**src/logic/wb_pkg.sv**
```systemverilog
package wb_pkg;

   // writeback slice of the control store
   typedef struct packed {
      logic       ld_gpr3;
      logic [2:0] dr3;
      logic       ld_seg;
      logic       ld_mm;
      logic       ld_flags;
      logic       ld_eip;
      logic       ld_cs;
      logic       pop_flags;
      // one bit per flag from cf at [0] up to of at [5]
      logic [5:0] flags_affected;
      logic       is_halt;
      logic       is_jne;
      logic       is_jnbe;
      logic       is_cmovc;
      logic       is_cmps_first;
      logic       is_cmps_second;
      logic       save_neip;
      logic       save_ncs;
      logic       push_flags;
      logic       use_temp_neip;
      logic       use_temp_ncs;
      logic       mm_mem;
   } wb_ctrl_t;

   // eflags bit positions
   localparam int CF_BIT = 0;
   localparam int PF_BIT = 2;
   localparam int AF_BIT = 4;
   localparam int ZF_BIT = 6;
   localparam int SF_BIT = 7;
   localparam int OF_BIT = 11;

   // bit 1 of eflags always reads as one
   localparam logic [31:0] FLAGS_RESET  = 32'h0000_0002;
   // doubleword size code
   localparam logic [1:0]  DR3_DATASIZE = 2'b10;

   // expand the per-flag update bits into a full eflags mask
   function automatic logic [31:0] flags_mask(input logic [5:0] affected);
      logic [31:0] mask;
      mask = '0;
      mask[CF_BIT] = affected[0];
      mask[PF_BIT] = affected[1];
      mask[AF_BIT] = affected[2];
      mask[ZF_BIT] = affected[3];
      mask[SF_BIT] = affected[4];
      mask[OF_BIT] = affected[5];
      return mask;
   endfunction

endpackage
```
**src/logic/wb_stage.sv**
```systemverilog
`timescale 1ns/1ps

module wb_stage (
   input  logic             clk,
   input  logic             reset,

   input  logic             in_valid,
   output logic             in_ready,
   input  wb_pkg::wb_ctrl_t ctrl,
   // generated in decode, not from the control store
   input  logic [1:0]       datasize,
   input  logic             ex_ld_gpr1,
   input  logic             ex_ld_gpr2,
   input  logic             ex_dcache_write,
   input  logic             repne,

   input  logic [31:0]      neip,
   input  logic [31:0]      neip_not_taken,
   input  logic [15:0]      ncs,
   input  logic [31:0]      result_a,
   input  logic [31:0]      result_b,
   input  logic [31:0]      result_c,
   input  logic [63:0]      result_mm,
   input  logic [31:0]      flags_in,
   input  logic [2:0]       dr1,
   input  logic [2:0]       dr2,
   input  logic [31:0]      address,
   input  logic             dcache_ready,

   // general register file
   output logic [2:0]       dr1_out,
   output logic [2:0]       dr2_out,
   output logic [2:0]       dr3_out,
   output logic [31:0]      data1_out,
   output logic [31:0]      data2_out,
   output logic [31:0]      data3_out,
   output logic             ld_gpr1,
   output logic             ld_gpr2,
   output logic             ld_gpr3,
   output logic [1:0]       datasize_out,
   output logic [1:0]       dr3_datasize,

   output logic             ld_seg,
   output logic [63:0]      mm_data,
   output logic             ld_mm,
   output logic [31:0]      eip,
   output logic             ld_eip,
   output logic [15:0]      cs,
   output logic             ld_cs,
   output logic [31:0]      flags_out,
   output logic             ld_flags,

   output logic [63:0]      dcache_data,
   output logic [31:0]      dcache_addr,
   output logic             dcache_write,

   output logic             halt,
   output logic             repne_terminate,
   output logic             branch_taken,

   output logic [31:0]      flags_fwd,
   output logic [31:0]      count_fwd
);

   logic        commit;
   logic        taken;
   logic        use_not_taken;
   logic        ld_gpr2_req;
   logic [31:0] flags_merged;
   logic [31:0] data1;
   logic [31:0] count;

   wb_flags u_wb_flags (
      .clk       (clk),
      .reset     (reset),
      .ctrl      (ctrl),
      .flags_in  (flags_in),
      .result_a  (result_a),
      .commit    (commit),
      .flags_out (flags_merged)
   );

   wb_branch_resolve u_wb_branch_resolve (
      .ctrl          (ctrl),
      .flags         (flags_merged),
      .ex_ld_gpr2    (ex_ld_gpr2),
      .taken         (taken),
      .use_not_taken (use_not_taken),
      .ld_gpr2_req   (ld_gpr2_req)
   );

   // result_c carries the decremented count into the repne check
   wb_commit_gate u_wb_commit_gate (
      .in_valid        (in_valid),
      .ex_ld_gpr1      (ex_ld_gpr1),
      .ld_gpr2_req     (ld_gpr2_req),
      .ex_dcache_write (ex_dcache_write),
      .repne           (repne),
      .ctrl            (ctrl),
      .flags           (flags_merged),
      .count_next      (result_c),
      .dcache_ready    (dcache_ready),
      .in_ready        (in_ready),
      .commit          (commit),
      .ld_gpr1         (ld_gpr1),
      .ld_gpr2         (ld_gpr2),
      .ld_gpr3         (ld_gpr3),
      .ld_seg          (ld_seg),
      .ld_mm           (ld_mm),
      .ld_flags        (ld_flags),
      .ld_eip          (ld_eip),
      .ld_cs           (ld_cs),
      .dcache_write    (dcache_write),
      .halt            (halt),
      .repne_terminate (repne_terminate)
   );

   wb_operand_select u_wb_operand_select (
      .clk            (clk),
      .reset          (reset),
      .commit         (commit),
      .ctrl           (ctrl),
      .result_a       (result_a),
      .result_c       (result_c),
      .neip           (neip),
      .neip_not_taken (neip_not_taken),
      .ncs            (ncs),
      .flags          (flags_merged),
      .use_not_taken  (use_not_taken),
      .data1          (data1),
      .eip            (eip),
      .cs             (cs),
      .count          (count)
   );

   assign dr1_out      = dr1;
   assign dr2_out      = dr2;
   assign dr3_out      = ctrl.dr3;
   assign data1_out    = data1;
   assign data2_out    = result_b;
   assign data3_out    = result_c;
   assign datasize_out = datasize;
   assign dr3_datasize = wb_pkg::DR3_DATASIZE;

   assign mm_data   = result_mm;
   assign flags_out = flags_merged;

   // cache port is 64 wide for mmx stores
   assign dcache_data = ctrl.mm_mem ? result_mm : {32'd0, data1};
   assign dcache_addr = address;

   assign branch_taken = taken & in_valid;

   assign flags_fwd = flags_merged;
   assign count_fwd = count;

   // execute must hold the stalled write until the cache takes it
   a_dcache_hold : assert property (
      @(posedge clk) disable iff (reset)
      dcache_write && !dcache_ready |=>
         dcache_write && $stable(dcache_addr) && $stable(dcache_data)
   );

endmodule

```
**src/logic/wb_operand_select.sv**
```systemverilog
`timescale 1ns/1ps

module wb_operand_select (
   input  logic             clk,
   input  logic             reset,
   input  logic             commit,
   input  wb_pkg::wb_ctrl_t ctrl,
   input  logic [31:0]      result_a,
   input  logic [31:0]      result_c,
   input  logic [31:0]      neip,
   input  logic [31:0]      neip_not_taken,
   input  logic [15:0]      ncs,
   input  logic [31:0]      flags,
   input  logic             use_not_taken,
   output logic [31:0]      data1,
   output logic [31:0]      eip,
   output logic [15:0]      cs,
   output logic [31:0]      count
);

   logic [31:0] saved_neip;
   logic [15:0] saved_ncs;

   // pushf wins over the return-address push
   always_comb begin
      if (ctrl.push_flags) begin
         data1 = flags;
      end else if (ctrl.save_neip) begin
         data1 = neip;
      end else begin
         data1 = result_a;
      end
   end

   always_comb begin
      if (ctrl.use_temp_neip) begin
         eip = saved_neip;
      end else if (use_not_taken) begin
         eip = neip_not_taken;
      end else begin
         eip = neip;
      end
   end

   assign cs = ctrl.use_temp_ncs ? saved_ncs : ncs;

   // far transfer targets held for the second micro-op
   always_ff @(posedge clk) begin
      if (reset) begin
         saved_neip <= '0;
         saved_ncs  <= '0;
         count      <= '0;
      end else if (commit) begin
         if (ctrl.save_neip) begin
            saved_neip <= neip;
         end
         if (ctrl.save_ncs) begin
            saved_ncs <= ncs;
         end
         // ecx after this cmps iteration
         if (ctrl.is_cmps_second) begin
            count <= result_c;
         end
      end
   end

endmodule

```
**src/logic/wb_commit_gate.sv**
```systemverilog
`timescale 1ns/1ps

module wb_commit_gate (
   input  logic             in_valid,
   input  logic             ex_ld_gpr1,
   input  logic             ld_gpr2_req,
   input  logic             ex_dcache_write,
   input  logic             repne,
   input  wb_pkg::wb_ctrl_t ctrl,
   input  logic [31:0]      flags,
   input  logic [31:0]      count_next,
   input  logic             dcache_ready,
   output logic             in_ready,
   output logic             commit,
   output logic             ld_gpr1,
   output logic             ld_gpr2,
   output logic             ld_gpr3,
   output logic             ld_seg,
   output logic             ld_mm,
   output logic             ld_flags,
   output logic             ld_eip,
   output logic             ld_cs,
   output logic             dcache_write,
   output logic             halt,
   output logic             repne_terminate
);

   logic stall;
   logic repne_cmps;
   logic repeat_cmps;

   // write request stays up until the cache takes it
   assign dcache_write = in_valid & ex_dcache_write;
   assign stall        = dcache_write & ~dcache_ready;
   assign in_ready     = ~stall;
   assign commit       = in_valid & in_ready;

   assign repne_cmps = in_valid & ctrl.is_cmps_second & repne;

   // stop on a match or when the count runs out
   assign repne_terminate = repne_cmps &
                            (flags[wb_pkg::ZF_BIT] | (count_next == 32'd0));

   // keep eip on the string op so it runs again
   assign repeat_cmps = repne_cmps & ~repne_terminate;

   assign ld_gpr1  = commit & ex_ld_gpr1;
   assign ld_gpr2  = commit & ld_gpr2_req;
   assign ld_gpr3  = commit & ctrl.ld_gpr3;
   assign ld_seg   = commit & ctrl.ld_seg;
   assign ld_mm    = commit & ctrl.ld_mm;
   assign ld_flags = commit & ctrl.ld_flags;
   assign ld_eip   = commit & ctrl.ld_eip & ~repeat_cmps;
   assign ld_cs    = commit & ctrl.ld_cs;

   assign halt = commit & ctrl.is_halt;

endmodule

```
**src/logic/wb_branch_resolve.sv**
```systemverilog
`timescale 1ns/1ps

module wb_branch_resolve (
   input  wb_pkg::wb_ctrl_t ctrl,
   input  logic [31:0]      flags,
   input  logic             ex_ld_gpr2,
   output logic             taken,
   output logic             use_not_taken,
   output logic             ld_gpr2_req
);

   logic cf;
   logic zf;
   logic jne_taken;
   logic jnbe_taken;
   logic is_cond_branch;

   assign cf = flags[wb_pkg::CF_BIT];
   assign zf = flags[wb_pkg::ZF_BIT];

   assign jne_taken  = ctrl.is_jne & ~zf;
   // above means neither carry nor zero
   assign jnbe_taken = ctrl.is_jnbe & ~cf & ~zf;

   assign taken          = jne_taken | jnbe_taken;
   assign is_cond_branch = ctrl.is_jne | ctrl.is_jnbe;

   // fall through to the next sequential eip
   assign use_not_taken = is_cond_branch & ~taken;

   // cmovc only writes its destination when carry is set
   assign ld_gpr2_req = ex_ld_gpr2 & (~ctrl.is_cmovc | cf);

endmodule

```
**src/logic/wb_flags.sv**
```systemverilog
`timescale 1ns/1ps

module wb_flags (
   input  logic             clk,
   input  logic             reset,
   input  wb_pkg::wb_ctrl_t ctrl,
   input  logic [31:0]      flags_in,
   input  logic [31:0]      result_a,
   input  logic             commit,
   output logic [31:0]      flags_out
);

   logic [31:0] flags_q;
   logic [31:0] mask;
   logic [31:0] merged;

   assign mask   = wb_pkg::flags_mask(ctrl.flags_affected);
   // only the affected flags come from execute
   assign merged = (flags_q & ~mask) | (flags_in & mask);

   always_comb begin
      if (!ctrl.ld_flags) begin
         flags_out = flags_q;
      end else if (ctrl.pop_flags) begin
         // popf takes the whole word off the stack
         flags_out = result_a;
      end else begin
         flags_out = merged;
      end
   end

   always_ff @(posedge clk) begin
      if (reset) begin
         flags_q <= wb_pkg::FLAGS_RESET;
      end else if (commit && ctrl.ld_flags) begin
         flags_q <= flags_out;
      end
   end

   // a pop must also load the flags, or the popped value is lost
   a_pop_needs_ld : assert property (
      @(posedge clk) disable iff (reset)
      commit && ctrl.pop_flags |-> ctrl.ld_flags
   );

endmodule

```
**config.mk**
```make
export PLATFORM = sky130hd
export DESIGN_NAME = wb_stage
export DESIGN_NICKNAME = d
export VERILOG_FILES = /design/src/logic/wb_pkg.sv /design/src/logic/wb_stage.sv /design/src/logic/wb_operand_select.sv /design/src/logic/wb_commit_gate.sv /design/src/logic/wb_branch_resolve.sv /design/src/logic/wb_flags.sv
export SDC_FILE = /design/constraint.sdc
export NUM_CORES = 1
export LEC_CHECK = 0
export ABC_CLOCK_PERIOD_IN_PS = 6150
export BUFFER_PORTS_ARGS = -buffer_cell sky130_fd_sc_hd__buf_2
export CAP_MARGIN = 5
export CORE_AREA = 2 2 304 306
export DETAILED_ROUTE_END_ITERATION = 16
export DIE_AREA = 0 0 306 308
export SYNTH_ARGS = -nofsm -noshare
export SYNTH_HDL_FRONTEND = slang
export SYNTH_HIERARCHICAL = 1
export SYNTH_SLANG_ARGS = --single-unit
```
**constraint.sdc**
```tcl
create_clock -name clk -period 6.15 [get_ports clk]
set_clock_uncertainty 0.05 [all_clocks]
set_input_delay 0.9225 -clock clk [delete_from_list [all_inputs] [get_ports clk]]
set_output_delay 0.9225 -clock clk [all_outputs]
set_load 0.05 [all_outputs]
```
==> flow_summary.ini <==
[cts]
cts_setup_buffers = 0
cts_tree = yes
cts_buffers = 9
holdBufCountCts = 0
root_buffer = clkbuf_16
clk-insertion-delay-late_ps = 410
cts-resized-gates = 0
clk_pin_slew_ps = 80
cts_buffer_depth = 2
htree_levels = 3
clock_sinks = 112

[final_layout]
layout-drive-gt1-share = 0.550
nNetsFinal = 1784
seq_area_um2 = 2240
area_growth_pct = 30.4
fillers = 10500
fin_cells = 2632
multi_input_area_um2 = 4920

[global_route]
grt_pass1_vias = 8070
grtUsageMet2 = 0.126
grt_pass1_wl_um = 53600
grt_max_degree = 120
antenna_found_initial = 9
grt_use_total = 0.0785
use_met1 = 0.0913
overflow = 0
top_usage_layer = met2
met3_usage = 0.0241

[timing]
fmax_mhz = 229
finalHoldViolCount = 0
finalSetupViolCount = 0
worstMarginPinSlew_ps = 899
grt_setup_unrepaired = no
slew_headroom = 0.401
tns_ps = 0
finalMaxSlewViolations = 0
min_period_over_period = 0.709
min_period_ps = 4360

[floorplan]
die_area_um2 = 94200
die_height_um = 308
row_count = 111
core_area_um2 = 91000
die_w_um = 306
start_util = 0.102
ioPinCount = 774

[logic_synthesis]
synthArstFlopShare = 0
yosys.area.top_type_share = 0.241
yosysMostFrequentCell = buf_4
synth.net_count = 1460
synth.avg_cell_area_um2 = 8.36
syn_area_um2 = 9290
synthFlopType = dfxtp_1
synthTopCellsByArea = dfxtp_1, buf_4, mux2i_1
yosysWarnings = 6
synth_edf_count = 0
synth_common_cells = buf_4, nand2_1, dfxtp_1, a21oi_1, nand3_1
seq_area_frac_synth = 0.241
syn-instance-count = 1112
ys_ff_latch = 112
yosysTopAreaCell = dfxtp_1
synth_cell_types = 40

[setup_path]
crit_path_start_kind = primary input
worstPathArrival_ps = 3390
cp_max_fo = 32
critPathKind = in2out
worstPathRequired_ps = 5180
critPathCaptureType = output pin

[job]
maxCapViolCount = 0

[detailed_routing]
dr.pass1.iters = 5
drt_iter0_drc = 662
drc_errors = 0
drt-wirelength-per-cell_um = 15.0
vias = 9017
ant_nets = 0
wl_um = 39500
via_per_inst = 3.43

[run_status]
status = finished, final reports clean

[placement]
dpl.cell_count = 2611
hpwl_um = 31200
place.gp.congestion = 0.850
portBuffers = 594

[power_and_ir_drop]
p_leak_nw = 5.45
ir_worst_vdd_v = 0.000143
p_per_area_nw_per_um2 = 216

[hold_path]
hp-class = reg2reg
metal layers:
layer | up-vias | routed length, um
li1 | 4262 | -
met1 | 4216 | 16100
met2 | 449 | 18100
met3 | 86 | 3330
met4 | 4 | 1940
met5 | - | 27
cell families after synthesis:
logic type,after synthesis,share of synthesized area
compound gates,279,0.210
buf+inv,304,0.230
flops,112,0.241
mux,144,0.177
other cells,2,0.000808
simple gates,271,0.141
final timing paths:
| path | startpoint | endpoint | slack, ps | cells after the start |
|---|---|---|---|---|
| hold reg to reg | u_wb_flags/flags_q[10] | u_wb_flags/flags_q[10] | 410 | 2 |
| hold / removal | u_wb_flags/flags_q[10] | u_wb_flags/flags_q[10] | 410 | 2 |
| setup reg to reg | u_wb_flags/flags_q[11] | u_wb_flags/flags_q[11] | 5080 | 3 |
| setup / recovery | ctrl[18] | eip[19] | 1790 | 9 |
where the power goes:
group | switching (mW) | internal, mW | total [mW]
clock | 0.378 | 0.296 | 0.673
combinational | 0.871 | 0.301 | 1.17
sequential | 0.0128 | 0.754 | 0.767
total | 1.26 | 1.35 | 2.61
critical path, stage by stage:
cell,delay [ps]
buf_2,350
o211ai_1,150
o21ai_0,250
nor2b_1,200
o22a_2,140
buf_4,520
mux2i_1,160
o21ai_0,220
buf_2,310
state kept, by name (all words and copies together) (netlist names):
name and flops:
u_wb_flags/flags_q 32, u_wb_operand_select/count 32, u_wb_operand_select/saved_neip 32, u_wb_operand_select/saved_ncs 16
layout by cell type (no fill, tap or decap), drive strengths merged, types with 2 or more instances in the layout:
cell	instances
a21bo	80
a21boi	2
a21oi	112
and2	43
buf	608
clkbuf	9
clkinv	4
conb	2
dfxtp	112
diode	5
inv	12
mux2	80
mux2i	64
nand2	125
nand2b	7
nand3	81
nand4	2
nor4	8
o211ai	12
o21ai	70
layout make-up:
class	instances	area share
repair buffers	608	0.256
clock buffers	9	0.0186
diodes	5	0.00103
multi-input cells	696	0.407
well taps	1186	0.123
flip-flops and latches	112	0.185
clock inverters	7	0.00754
inverters	9	0.00279
stage by stage:
step | hold WS [ps] | area [um2] | setup WS (ps) | util | total power [mW]
6_report | 408 | 12100 | 1790 | 0.133 | 2.61
4_1_cts | 408 | 12100 | 1790 | 0.133 | 2.67
5_1_grt | 432 | 12100 | 1600 | 0.133 | 2.75
3_5_place_dp | 397 | 11800 | 1800 | 0.130 | 1.96
2_1_floorplan | 381 | 9290 | 743 | - | 1.83
3_3_place_gp | 388 | 11800 | 1800 | 0.130 | 1.95
(Power assumes the default switching activity.)
